[config.mk]
export PLATFORM = sky130hd
export DESIGN_NAME = lsu_pipeline
export DESIGN_NICKNAME = d
export VERILOG_FILES = /design/src/lsu_pkg.sv /design/src/lsu_pipeline.sv /design/src/lsu_load_writeback.sv /design/src/lsu_wb_buffer.sv /design/src/lsu_request_issue.sv
export VERILOG_INCLUDE_DIRS = /design/src
export SDC_FILE = /design/constraint.sdc
export NUM_CORES = 1
export LEC_CHECK = 0
export BUFFER_PORTS_ARGS = -buffer_cell sky130_fd_sc_hd__buf_2
export CORE_MARGIN = 1.5
export CORE_UTILIZATION = 43
export CTS_CLUSTER_DIAMETER = 150
export DETAILED_ROUTE_END_ITERATION = 8
export SETUP_SLACK_MARGIN = 0.3
export SYNTH_ARGS = -nofsm -noshare
export SYNTH_HDL_FRONTEND = slang
export SYNTH_SLANG_ARGS = --single-unit
[constraint.sdc]
create_clock -name clk -period 3.42 [get_ports clk]
set_input_delay 0.513 -clock clk [delete_from_list [all_inputs] [get_ports clk]]
set_output_delay 0.513 -clock clk [all_outputs]
set_load 0.005 [all_outputs]
[src/lsu_settings.svh]
`ifndef LSU_SETTINGS_SVH
`define LSU_SETTINGS_SVH

// data and address width
`define XPR_LEN 32

// register file geometry
`define REG_ADDR_WIDTH 5
`define N_REGS 32

// memory-type code for all loads and stores
`define MEM_TYPE_WIDTH 3

`endif
[src/lsu_pkg.sv]
`include "lsu_settings.svh"

package lsu_pkg;

   // one data or address word
   typedef logic [`XPR_LEN-1:0] xpr_t;

   // register index
   typedef logic [`REG_ADDR_WIDTH-1:0] reg_addr_t;

   // load types keep the RISC-V funct3 codes and stores fill the gaps
   typedef enum logic [`MEM_TYPE_WIDTH-1:0] {
      MEM_TYPE_LB  = 3'd0,
      MEM_TYPE_LH  = 3'd1,
      MEM_TYPE_LW  = 3'd2,
      MEM_TYPE_SB  = 3'd3,
      MEM_TYPE_LBU = 3'd4,
      MEM_TYPE_LHU = 3'd5,
      MEM_TYPE_SH  = 3'd6,
      MEM_TYPE_SW  = 3'd7
   } mem_type_t;

endpackage

[src/lsu_pipeline.sv]
`timescale 1ns/1ps

module lsu_pipeline import lsu_pkg::*; (
   input  logic      clk,
   input  logic      reset,
   input  logic      req_valid,
   output logic      req_ready,
   input  logic      req_wen,
   input  mem_type_t req_type,
   input  xpr_t      req_addr,
   input  xpr_t      req_wdata,
   input  reg_addr_t req_rd,
   output logic      dmem_en,
   output logic      dmem_wen,
   output mem_type_t dmem_size,
   output xpr_t      dmem_addr,
   output xpr_t      dmem_wdata_delayed,
   input  xpr_t      dmem_rdata,
   input  logic      dmem_wait,
   input  logic      debug_read,
   input  logic      debug_write,
   input  reg_addr_t debug_addr,
   input  xpr_t      debug_wdata,
   output xpr_t      debug_rdata
);

   // issue to data-phase register
   logic       acc_valid;
   logic       acc_wen;
   mem_type_t  acc_type;
   logic [1:0] acc_addr_lo;
   xpr_t       acc_wdata;
   reg_addr_t  acc_rd;

   // data-phase register to writeback
   logic       wb_valid;
   logic       wb_wen;
   mem_type_t  wb_type;
   logic [1:0] wb_addr_lo;
   reg_addr_t  wb_rd;

   lsu_request_issue u_issue (
      .clk         (clk),
      .reset       (reset),
      .req_valid   (req_valid),
      .req_wen     (req_wen),
      .req_type    (req_type),
      .req_addr    (req_addr),
      .req_wdata   (req_wdata),
      .req_rd      (req_rd),
      .dmem_wait   (dmem_wait),
      .debug_write (debug_write),
      .req_ready   (req_ready),
      .dmem_en     (dmem_en),
      .dmem_wen    (dmem_wen),
      .dmem_size   (dmem_size),
      .dmem_addr   (dmem_addr),
      .acc_valid   (acc_valid),
      .acc_wen     (acc_wen),
      .acc_type    (acc_type),
      .acc_addr_lo (acc_addr_lo),
      .acc_wdata   (acc_wdata),
      .acc_rd      (acc_rd)
   );

   lsu_wb_buffer u_buffer (
      .clk                (clk),
      .reset              (reset),
      .dmem_wait          (dmem_wait),
      .acc_valid          (acc_valid),
      .acc_wen            (acc_wen),
      .acc_type           (acc_type),
      .acc_addr_lo        (acc_addr_lo),
      .acc_wdata          (acc_wdata),
      .acc_rd             (acc_rd),
      .wb_valid           (wb_valid),
      .wb_wen             (wb_wen),
      .wb_type            (wb_type),
      .wb_addr_lo         (wb_addr_lo),
      .wb_rd              (wb_rd),
      .dmem_wdata_delayed (dmem_wdata_delayed)
   );

   lsu_load_writeback u_writeback (
      .clk         (clk),
      .reset       (reset),
      .wb_valid    (wb_valid),
      .wb_wen      (wb_wen),
      .wb_type     (wb_type),
      .wb_addr_lo  (wb_addr_lo),
      .wb_rd       (wb_rd),
      .dmem_rdata  (dmem_rdata),
      .dmem_wait   (dmem_wait),
      .debug_read  (debug_read),
      .debug_write (debug_write),
      .debug_addr  (debug_addr),
      .debug_wdata (debug_wdata),
      .debug_rdata (debug_rdata)
   );

endmodule

[src/lsu_load_writeback.sv]
`timescale 1ns/1ps
`include "lsu_settings.svh"

module lsu_load_writeback import lsu_pkg::*; (
   input  logic       clk,
   input  logic       reset,
   input  logic       wb_valid,
   input  logic       wb_wen,
   input  mem_type_t  wb_type,
   input  logic [1:0] wb_addr_lo,
   input  reg_addr_t  wb_rd,
   input  xpr_t       dmem_rdata,
   input  logic       dmem_wait,
   input  logic       debug_read,
   input  logic       debug_write,
   input  reg_addr_t  debug_addr,
   input  xpr_t       debug_wdata,
   output xpr_t       debug_rdata
);

   xpr_t      regs [`N_REGS];
   xpr_t      shifted_data;
   xpr_t      load_data;
   logic      load_done;
   logic      rf_wen;
   reg_addr_t rf_waddr;
   xpr_t      rf_wdata;

   // addressed byte moves down to lane 0
   assign shifted_data = dmem_rdata >> {wb_addr_lo, 3'b000};

   always_comb begin
      case (wb_type)
         MEM_TYPE_LB:
            load_data = {{(`XPR_LEN-8){shifted_data[7]}}, shifted_data[7:0]};
         MEM_TYPE_LH:
            load_data = {{(`XPR_LEN-16){shifted_data[15]}}, shifted_data[15:0]};
         MEM_TYPE_LBU:
            load_data = {{(`XPR_LEN-8){1'b0}}, shifted_data[7:0]};
         MEM_TYPE_LHU:
            load_data = {{(`XPR_LEN-16){1'b0}}, shifted_data[15:0]};
         default:
            load_data = shifted_data;   // LW
      endcase
   end

   // load completes on the last data-phase cycle
   assign load_done = wb_valid & ~wb_wen & ~dmem_wait;

   // debug write wins over the load writeback
   assign rf_wen   = debug_write | load_done;
   assign rf_waddr = debug_write ? debug_addr : wb_rd;
   assign rf_wdata = debug_write ? debug_wdata : load_data;

   always_ff @(posedge clk) begin
      if (reset) begin
         for (int i = 0; i < `N_REGS; i++) begin
            regs[i] <= '0;
         end
      end else if (rf_wen && rf_waddr != '0) begin
         regs[rf_waddr] <= rf_wdata;   // x0 stays zero
      end
   end

   // registered debug read
   always_ff @(posedge clk) begin
      if (debug_read) begin
         debug_rdata <= regs[debug_addr];
      end
   end

   // a colliding debug write would silently drop the load result
   no_debug_load_clash: assert property (
      @(posedge clk) disable iff (reset)
      !(debug_write && load_done)
   ) else $error("debug write collided with load writeback");

endmodule

[src/lsu_wb_buffer.sv]
`timescale 1ns/1ps

module lsu_wb_buffer import lsu_pkg::*; (
   input  logic       clk,
   input  logic       reset,
   input  logic       dmem_wait,
   input  logic       acc_valid,
   input  logic       acc_wen,
   input  mem_type_t  acc_type,
   input  logic [1:0] acc_addr_lo,
   input  xpr_t       acc_wdata,
   input  reg_addr_t  acc_rd,
   output logic       wb_valid,
   output logic       wb_wen,
   output mem_type_t  wb_type,
   output logic [1:0] wb_addr_lo,
   output reg_addr_t  wb_rd,
   output xpr_t       dmem_wdata_delayed
);

   // data phase ends on the first edge with dmem_wait low
   always_ff @(posedge clk) begin
      if (reset) begin
         wb_valid <= 1'b0;
      end else if (!dmem_wait) begin
         wb_valid <= acc_valid;   // drops out when nothing new came in
      end
   end

   always_ff @(posedge clk) begin
      if (!dmem_wait && acc_valid) begin
         wb_wen             <= acc_wen;
         wb_type            <= acc_type;
         wb_addr_lo         <= acc_addr_lo;
         wb_rd              <= acc_rd;
         dmem_wdata_delayed <= acc_wdata;   // already lane-replicated
      end
   end

   // a new access landing during a stall would overwrite the held one
   acc_no_issue_during_wait: assert property (
      @(posedge clk) disable iff (reset)
      acc_valid |-> !dmem_wait
   ) else $error("access issued while data phase stalled");

endmodule

[src/lsu_request_issue.sv]
`timescale 1ns/1ps

module lsu_request_issue import lsu_pkg::*; (
   input  logic       clk,
   input  logic       reset,
   input  logic       req_valid,
   input  logic       req_wen,
   input  mem_type_t  req_type,
   input  xpr_t       req_addr,
   input  xpr_t       req_wdata,
   input  reg_addr_t  req_rd,
   input  logic       dmem_wait,
   input  logic       debug_write,
   output logic       req_ready,
   output logic       dmem_en,
   output logic       dmem_wen,
   output mem_type_t  dmem_size,
   output xpr_t       dmem_addr,
   output logic       acc_valid,
   output logic       acc_wen,
   output mem_type_t  acc_type,
   output logic [1:0] acc_addr_lo,
   output xpr_t       acc_wdata,
   output reg_addr_t  acc_rd
);

   logic fire;

   // no new address phase while memory stalls or debug owns the write port
   assign req_ready = ~dmem_wait & ~debug_write;
   assign fire      = req_valid & req_ready;

   // address phase in the cycle of acceptance
   assign dmem_en   = fire;
   assign dmem_wen  = req_wen;
   assign dmem_size = req_type;
   assign dmem_addr = req_addr;

   // handed on to the data-phase register
   assign acc_valid   = fire;
   assign acc_wen     = req_wen;
   assign acc_type    = req_type;
   assign acc_addr_lo = req_addr[1:0];
   assign acc_rd      = req_rd;

   // byte and halfword stores go out on every lane
   always_comb begin
      case (req_type)
         MEM_TYPE_SB: acc_wdata = {4{req_wdata[7:0]}};
         MEM_TYPE_SH: acc_wdata = {2{req_wdata[15:0]}};
         default:     acc_wdata = req_wdata;
      endcase
   end

   // a stalled request must not change under the handshake
   req_hold_stable: assert property (
      @(posedge clk) disable iff (reset)
      req_valid && !req_ready |=>
         $stable({req_wen, req_type, req_addr, req_wdata, req_rd})
   ) else $error("request fields changed while stalled");

endmodule

# Word level (Yosys, flattened, before mapping)

Memories as Yosys holds them, arrays and structs flattened. A register that Yosys moved wholly into a read port is not among the register bits.
Cells that the tools add are included.

Equality and inequality tests: 5
Shift operators: 1
Mux-type cells: 12
Bitwise gates (word level): 8
Reduce and logical (&&, ||, !) cells: 6

Operators by type and width:

| cell                 | count |
|---|---|
| $pmux W32 S4         | 1 |
| $mux W32             | 2 |
| $pmux W32 S2         | 1 |
| $reduce_or A32 Y1    | 1 |
| $shr A32 B5 Y32      | 1 |
| $mux W5              | 2 |
| $eq A3 B3 Y1 const B | 3 |
| $mux W1              | 6 |
| $reduce_bool A5 Y1   | 1 |
| $and A1 B1 Y1        | 4 |
| $eq A3 B1 Y1 const B | 1 |
| $eq A3 B2 Y1 const B | 1 |
| $logic_not A3 Y1     | 1 |
| $not A1 Y1           | 3 |
| $logic_and A1 B1 Y1  | 2 |
| $logic_not A1 Y1     | 1 |
| $or A1 B1 Y1         | 1 |

Register bits: 44
RAM bits: 1,024
Input bits: 148
Output and inout port bits: 102
Memories kept: 1

Memories:

| name             | depth | bits a word | rd ports | clocked after memory_dff | write ports | RTL line                 | RTL |
|---|---|---|---|---|---|---|---|
| u_writeback.regs | 32    | 32          | 1        | 1                        | 32          | lsu_load_writeback.sv:21 | `` xpr_t regs [`N_REGS]; `` |

# Depth between registers and ports, before layout

Depth after elaboration: 10
Depth in mapped cells: 8

# Modules after synthesis

From an unflattened synthesis, not the netlist that was laid out.

Cells, all modules: 3,802
Area total of the unflattened synthesis: 49,128.4 µm²

By module, submodules not included:

| module             | instances | cells an instance | area each (µm²) | seq. area each (µm²) |
|---|---|---|---|---|
| lsu_load_writeback | 1         | 3,657             | 46,978.8        | 31,710.4 |
| lsu_wb_buffer      | 1         | 47                | 1,333.8         | 1,311.3 |
| lsu_request_issue  | 1         | 98                | 815.8           | 0.0 |

# Worst setup path before layout

OpenSTA, ideal clock, no wires.

Path type: input-to-reg
Start: input port debug_write
End: memory u_writeback.regs[24][0] (netlist bit), enable pin
Setup time: 394 ps
Arrival time: 2,363 ps
Data required time: 3,026 ps
Slack: 663 ps
Stages: 5
Path buffers: 1
Path through: buf_2 -> mux2_2 -> nor3_1 -> nand3_1 -> nand2b_1

RTL lines:

| element     | RTL line                 | RTL |
|---|---|---|
| from (decl) | lsu_pipeline.sv:21       | `input logic debug_write,` |
| to (decl)   | lsu_load_writeback.sv:21 |  |

==> results.txt <==
The launch point of the worst path is u_buffer.wb_addr_lo[0]. The first-pass GRT wire length came out at 209900 um. During synthesis, Yosys emitted a total of 0 warnings.

Across the run, the number of max-cap violations was 0. The final weighted congestion in routability-driven placement came out at 0.8497. The number of different library cells in the post-synthesis netlist came out at 51.

Static timing analysis puts the maximum clock frequency at 364.2 MHz. The initial antenna violation count is 5. The arrival time of the worst setup path came out at 3.29 ns. Compared with the post-synthesis result, the final layout area differs by 13.81%. The top fanout value on the critical path is 24.

The worst setup path is launched from a flop. The max-slew headroom at the worst pin came out at 0.3492. The worst hold path cell count came out at 1. The total number of vias is 31290.

Summed over all layers, the routed wires come to 144000 um. The height of the die is 341.8 um. The slew at the pin closest to its max-slew limit is 0.9742 ns. The static leakage came out at 21.19 nW. The H-tree level count is 3. The core outline area is 114000 sq um.

The wire length on met3 is 10220 um. The total congestion overflow came out at 0. The number of enable-type register cells in the synthesized netlist came out at 1099. After synthesis, the largest family of logic cells by area is simple AND/OR/NAND/NOR gates. For this block, wires on met1 add up to 61520 um. The remaining antenna violation count after routing came out at 0.

Adding up every negative setup slack in the final design gives 0 ns. The flow ran to the end, and the final reports show no timing, DRC or antenna violations. The number of buffers created by CTS came out at 115. The synthesized-area fraction occupied by ao, oa, aoi and oai cells came to 0.05709.

Of all flip-flops after synthesis, the portion carrying an async set or reset was 0. At the worst endpoint, the required time is 3.97 ns. The source-to-sink clock delay at the later pin of the worst-skew pair came out at 0.71 ns. In this run the most critical hold path is launched from req_wdata[4].

The depth of the most critical reg-to-reg path came out at 6. For this run, the post-layout net count is 4027. The worst setup path is of the reg -> reg kind. After detailed routing, the number of remaining DRC violations is 0. The portion of the post-synthesis area used by sequential elements is 0.6691. The power density over the cells came out at 532.5 nW/um^2. The clock net in this run drives a total of 1100 sinks. The clock tree from TritonCTS is yes. The xor-xnor portion of the synthesized cell area came out at 0.0001775. The synthesis-stage register bit count is 1100. The combined global-route utilization of all metal layers came out at 0.2446.

Setup repair after global routing left no endpoint under its margin. Entering global routing, the biggest net connects 65 pins. The initial utilization of the core area, before any placement, comes to 0.4328. The adder-cell share of the synthesized area came out at 0. Leaving out fill and tap cells, the most frequent cells in the layout are edfxtp_1, nor2_1, mux2i_1.

Setup violations remaining at the end of the flow were counted as 0. The CTS root buffer is clkbuf_16. The clock-pin slew reported for the worst setup and hold paths after clock tree synthesis came out at 0.06 ns.

Of the total synthesized cell area, the portion taken by AND, OR, NAND and NOR gates is 0.1242. The via count of the first global-routing pass came out at 31040. In this run, the number of DRC markers left after iteration 0 of detailed routing was 3079.

The routed design could run at a clock period as short as 2.746 ns. The number of standard-cell rows in the floorplan is 124. The min-delay analysis places its worst path in the category in -> reg.

The count of port buffers added during placement came out at 189. The startpoint identified for the worst register-to-register timing path is u_buffer.wb_addr_lo[0]. The number of placed instances, taps included, is 5264.

The synthesized cell area came out at 49350 sq um. In the final layout, the share of cells above drive strength 1 is 0.2234. Measured against the total synthesized area, the mux share comes to 0.1112.

The floorplan die area is 116800 sq um. The worst clock skew on the final layout came out at 0.01746 ns. The most used flip-flop cell after synthesis is edfxtp_1.

The library cell used most frequently in the layout, excluding fill and tap cells, is edfxtp_1. The worst setup path is captured at a flop. After detailed routing, the average wire length per cell comes to 26.26 um. The die boundary width came out at 341.8 um. The detailed-routing iteration count for the pre-antenna-repair pass is 6. The wire-length estimate of the detail-placed layout is 88050 um. The detailed-route vias per instance is 5.703. The max-slew violation total from the final report came out at 0. The non-filler instance count after layout came out at 5486.

Dividing the final minimum period by the clock period gives 0.8028. The I/O pin count came out at 250. The average size of a mapped cell is 13.21 sq um. The count of final hold-check violations came out at 0.

In the synthesized netlist, the number of instances is 3735. Summed over all nets, wire length on met2 after detailed routing comes to 67720 um. The number of buffers on the longest clock path came out at 3. The total setup buffers inserted after CTS came out at 0. The highest layer used for signal routing is met5. IR analysis of the VDD net gives a maximum drop of 0.3826 mV.
-- cells in the mapped netlist (2+ instances only) --
library cell / instances / area share
edfxtp_1: 1099 / 0.67
nor2_1: 738 / 0.056
mux2i_1: 527 / 0.11
nor2_2: 268 / 0.034
a22oi_1: 227 / 0.035
clkbuf_1: 166 / 0.013
nand2_1: 106 / 0.0081
nand3_1: 105 / 0.011
buf_1: 86 / 0.0065
buf_2: 58 / 0.0059
a21oi_1: 48 / 0.0049
nand2b_1: 40 / 0.0051
buf_4: 36 / 0.0055
and3_1: 32 / 0.0041
a31oi_1: 31 / 0.0039
buf_6: 30 / 0.0068
a211oi_1: 20 / 0.0030
mux2_2: 17 / 0.0039
nor2b_1: 17 / 0.0022
o22ai_1: 17 / 0.0022
nor3_1: 11 / 0.0011
a221oi_4: 9 / 0.0048
o211ai_1: 7 / 0.0011
and2_1: 4 / 0.00051
inv_1: 3 / 0.00023
o22a_1: 3 / 0.00053
or2_2: 3 / 0.00038
a2bb2oi_1: 2 / 0.00035
nor2_4: 2 / 0.00046
nor3b_1: 2 / 0.00030
-- flip-flops by register name (all words and copies together), names as in the netlist --
register	cells
u_buffer.wb_type	3
u_buffer.wb_valid	1
u_buffer.wb_wen	1
u_writeback.debug_rdata	32
u_writeback.regs	1024
u_buffer.dmem_wdata_delayed	32
u_buffer.wb_addr_lo	2
u_buffer.wb_rd	5
-- per-stage QoR --
step	cell area (sq um)	power [mW]	util	setup WS, ns	hold slack, ns
2_1_floorplan	49470	17.23	-	0.6633	0.4476
3_3_place_gp	52580	18.37	0.4611	0.3815	0.4656
3_5_place_dp	52580	18.40	0.4611	0.3382	0.4753
4_1_cts	56160	30.07	0.4925	0.7440	0.0009180
5_1_grt	56160	30.75	0.4925	0.5737	0.01328
6_report	56170	29.91	0.4926	0.6743	0.05235
-- layout make-up --
type | count | area, sq um
Antenna cell | 3 | 7.507
Clock buffer | 153 | 3020
Clock inverter | 56 | 460.4
Fill cell | 9884 | 57860
Inverter | 4 | 15.01
Multi-Input combinational cell | 2284 | 14860
Sequential cell | 1100 | 33020
Tap cell | 1512 | 1892
Timing Repair Buffer | 374 | 2898
-- cell families (layout without fill, tap and decap cells) --
group,Yosys count,after routing
AOI/OAI and AO/OA,373,373
buffers and inverters,382,587
muxes,545,545
other,1,35
DFF,1100,1100
and+or+nand+nor,1333,1333
xor gates and xnor gates,1,1
-- power by group --
part | switching, mW | total, mW | leakage (nW) | internal (mW)
Combinational | 1.88 | 2.71 | 7.79 | 0.830
Sequential | 0.151 | 15.4 | 11.7 | 15.3
Clock | 5.22 | 11.8 | 1.70 | 6.57
Total | 7.25 | 29.9 | 21.2 | 22.7
-- path summary, 6_finish.rpt --
check,to,slack (ns)
max,u_writeback.regs[15][15],0.67
min,u_buffer.dmem_wdata_delayed[4],0.05
max reg2reg,u_writeback.regs[15][15],0.67
min reg2reg,u_buffer.wb_valid,0.50
-- critical path, cell delays in order (launching register included) --
cell and delay (ns):
edfxtp_1 0.66, buf_4 0.35, nor2b_1 0.51, o2bb2ai_1 0.19
a221oi_2 0.13, or2_2 0.55, nor2_1 0.19
-- repair_timing --
item,CTS,global route
hold endpoints to repair,10,0
resized for setup,0,0
hold buffers,10,0
-- routing by layer --
layer,GRT usage,up-vias
met5,0,-
met4,0.08102,2
met3,0.03444,228
met2,0.3939,1405
met1,0.3414,15860
li1,-,13790
(Power assumes the default switching activity.)
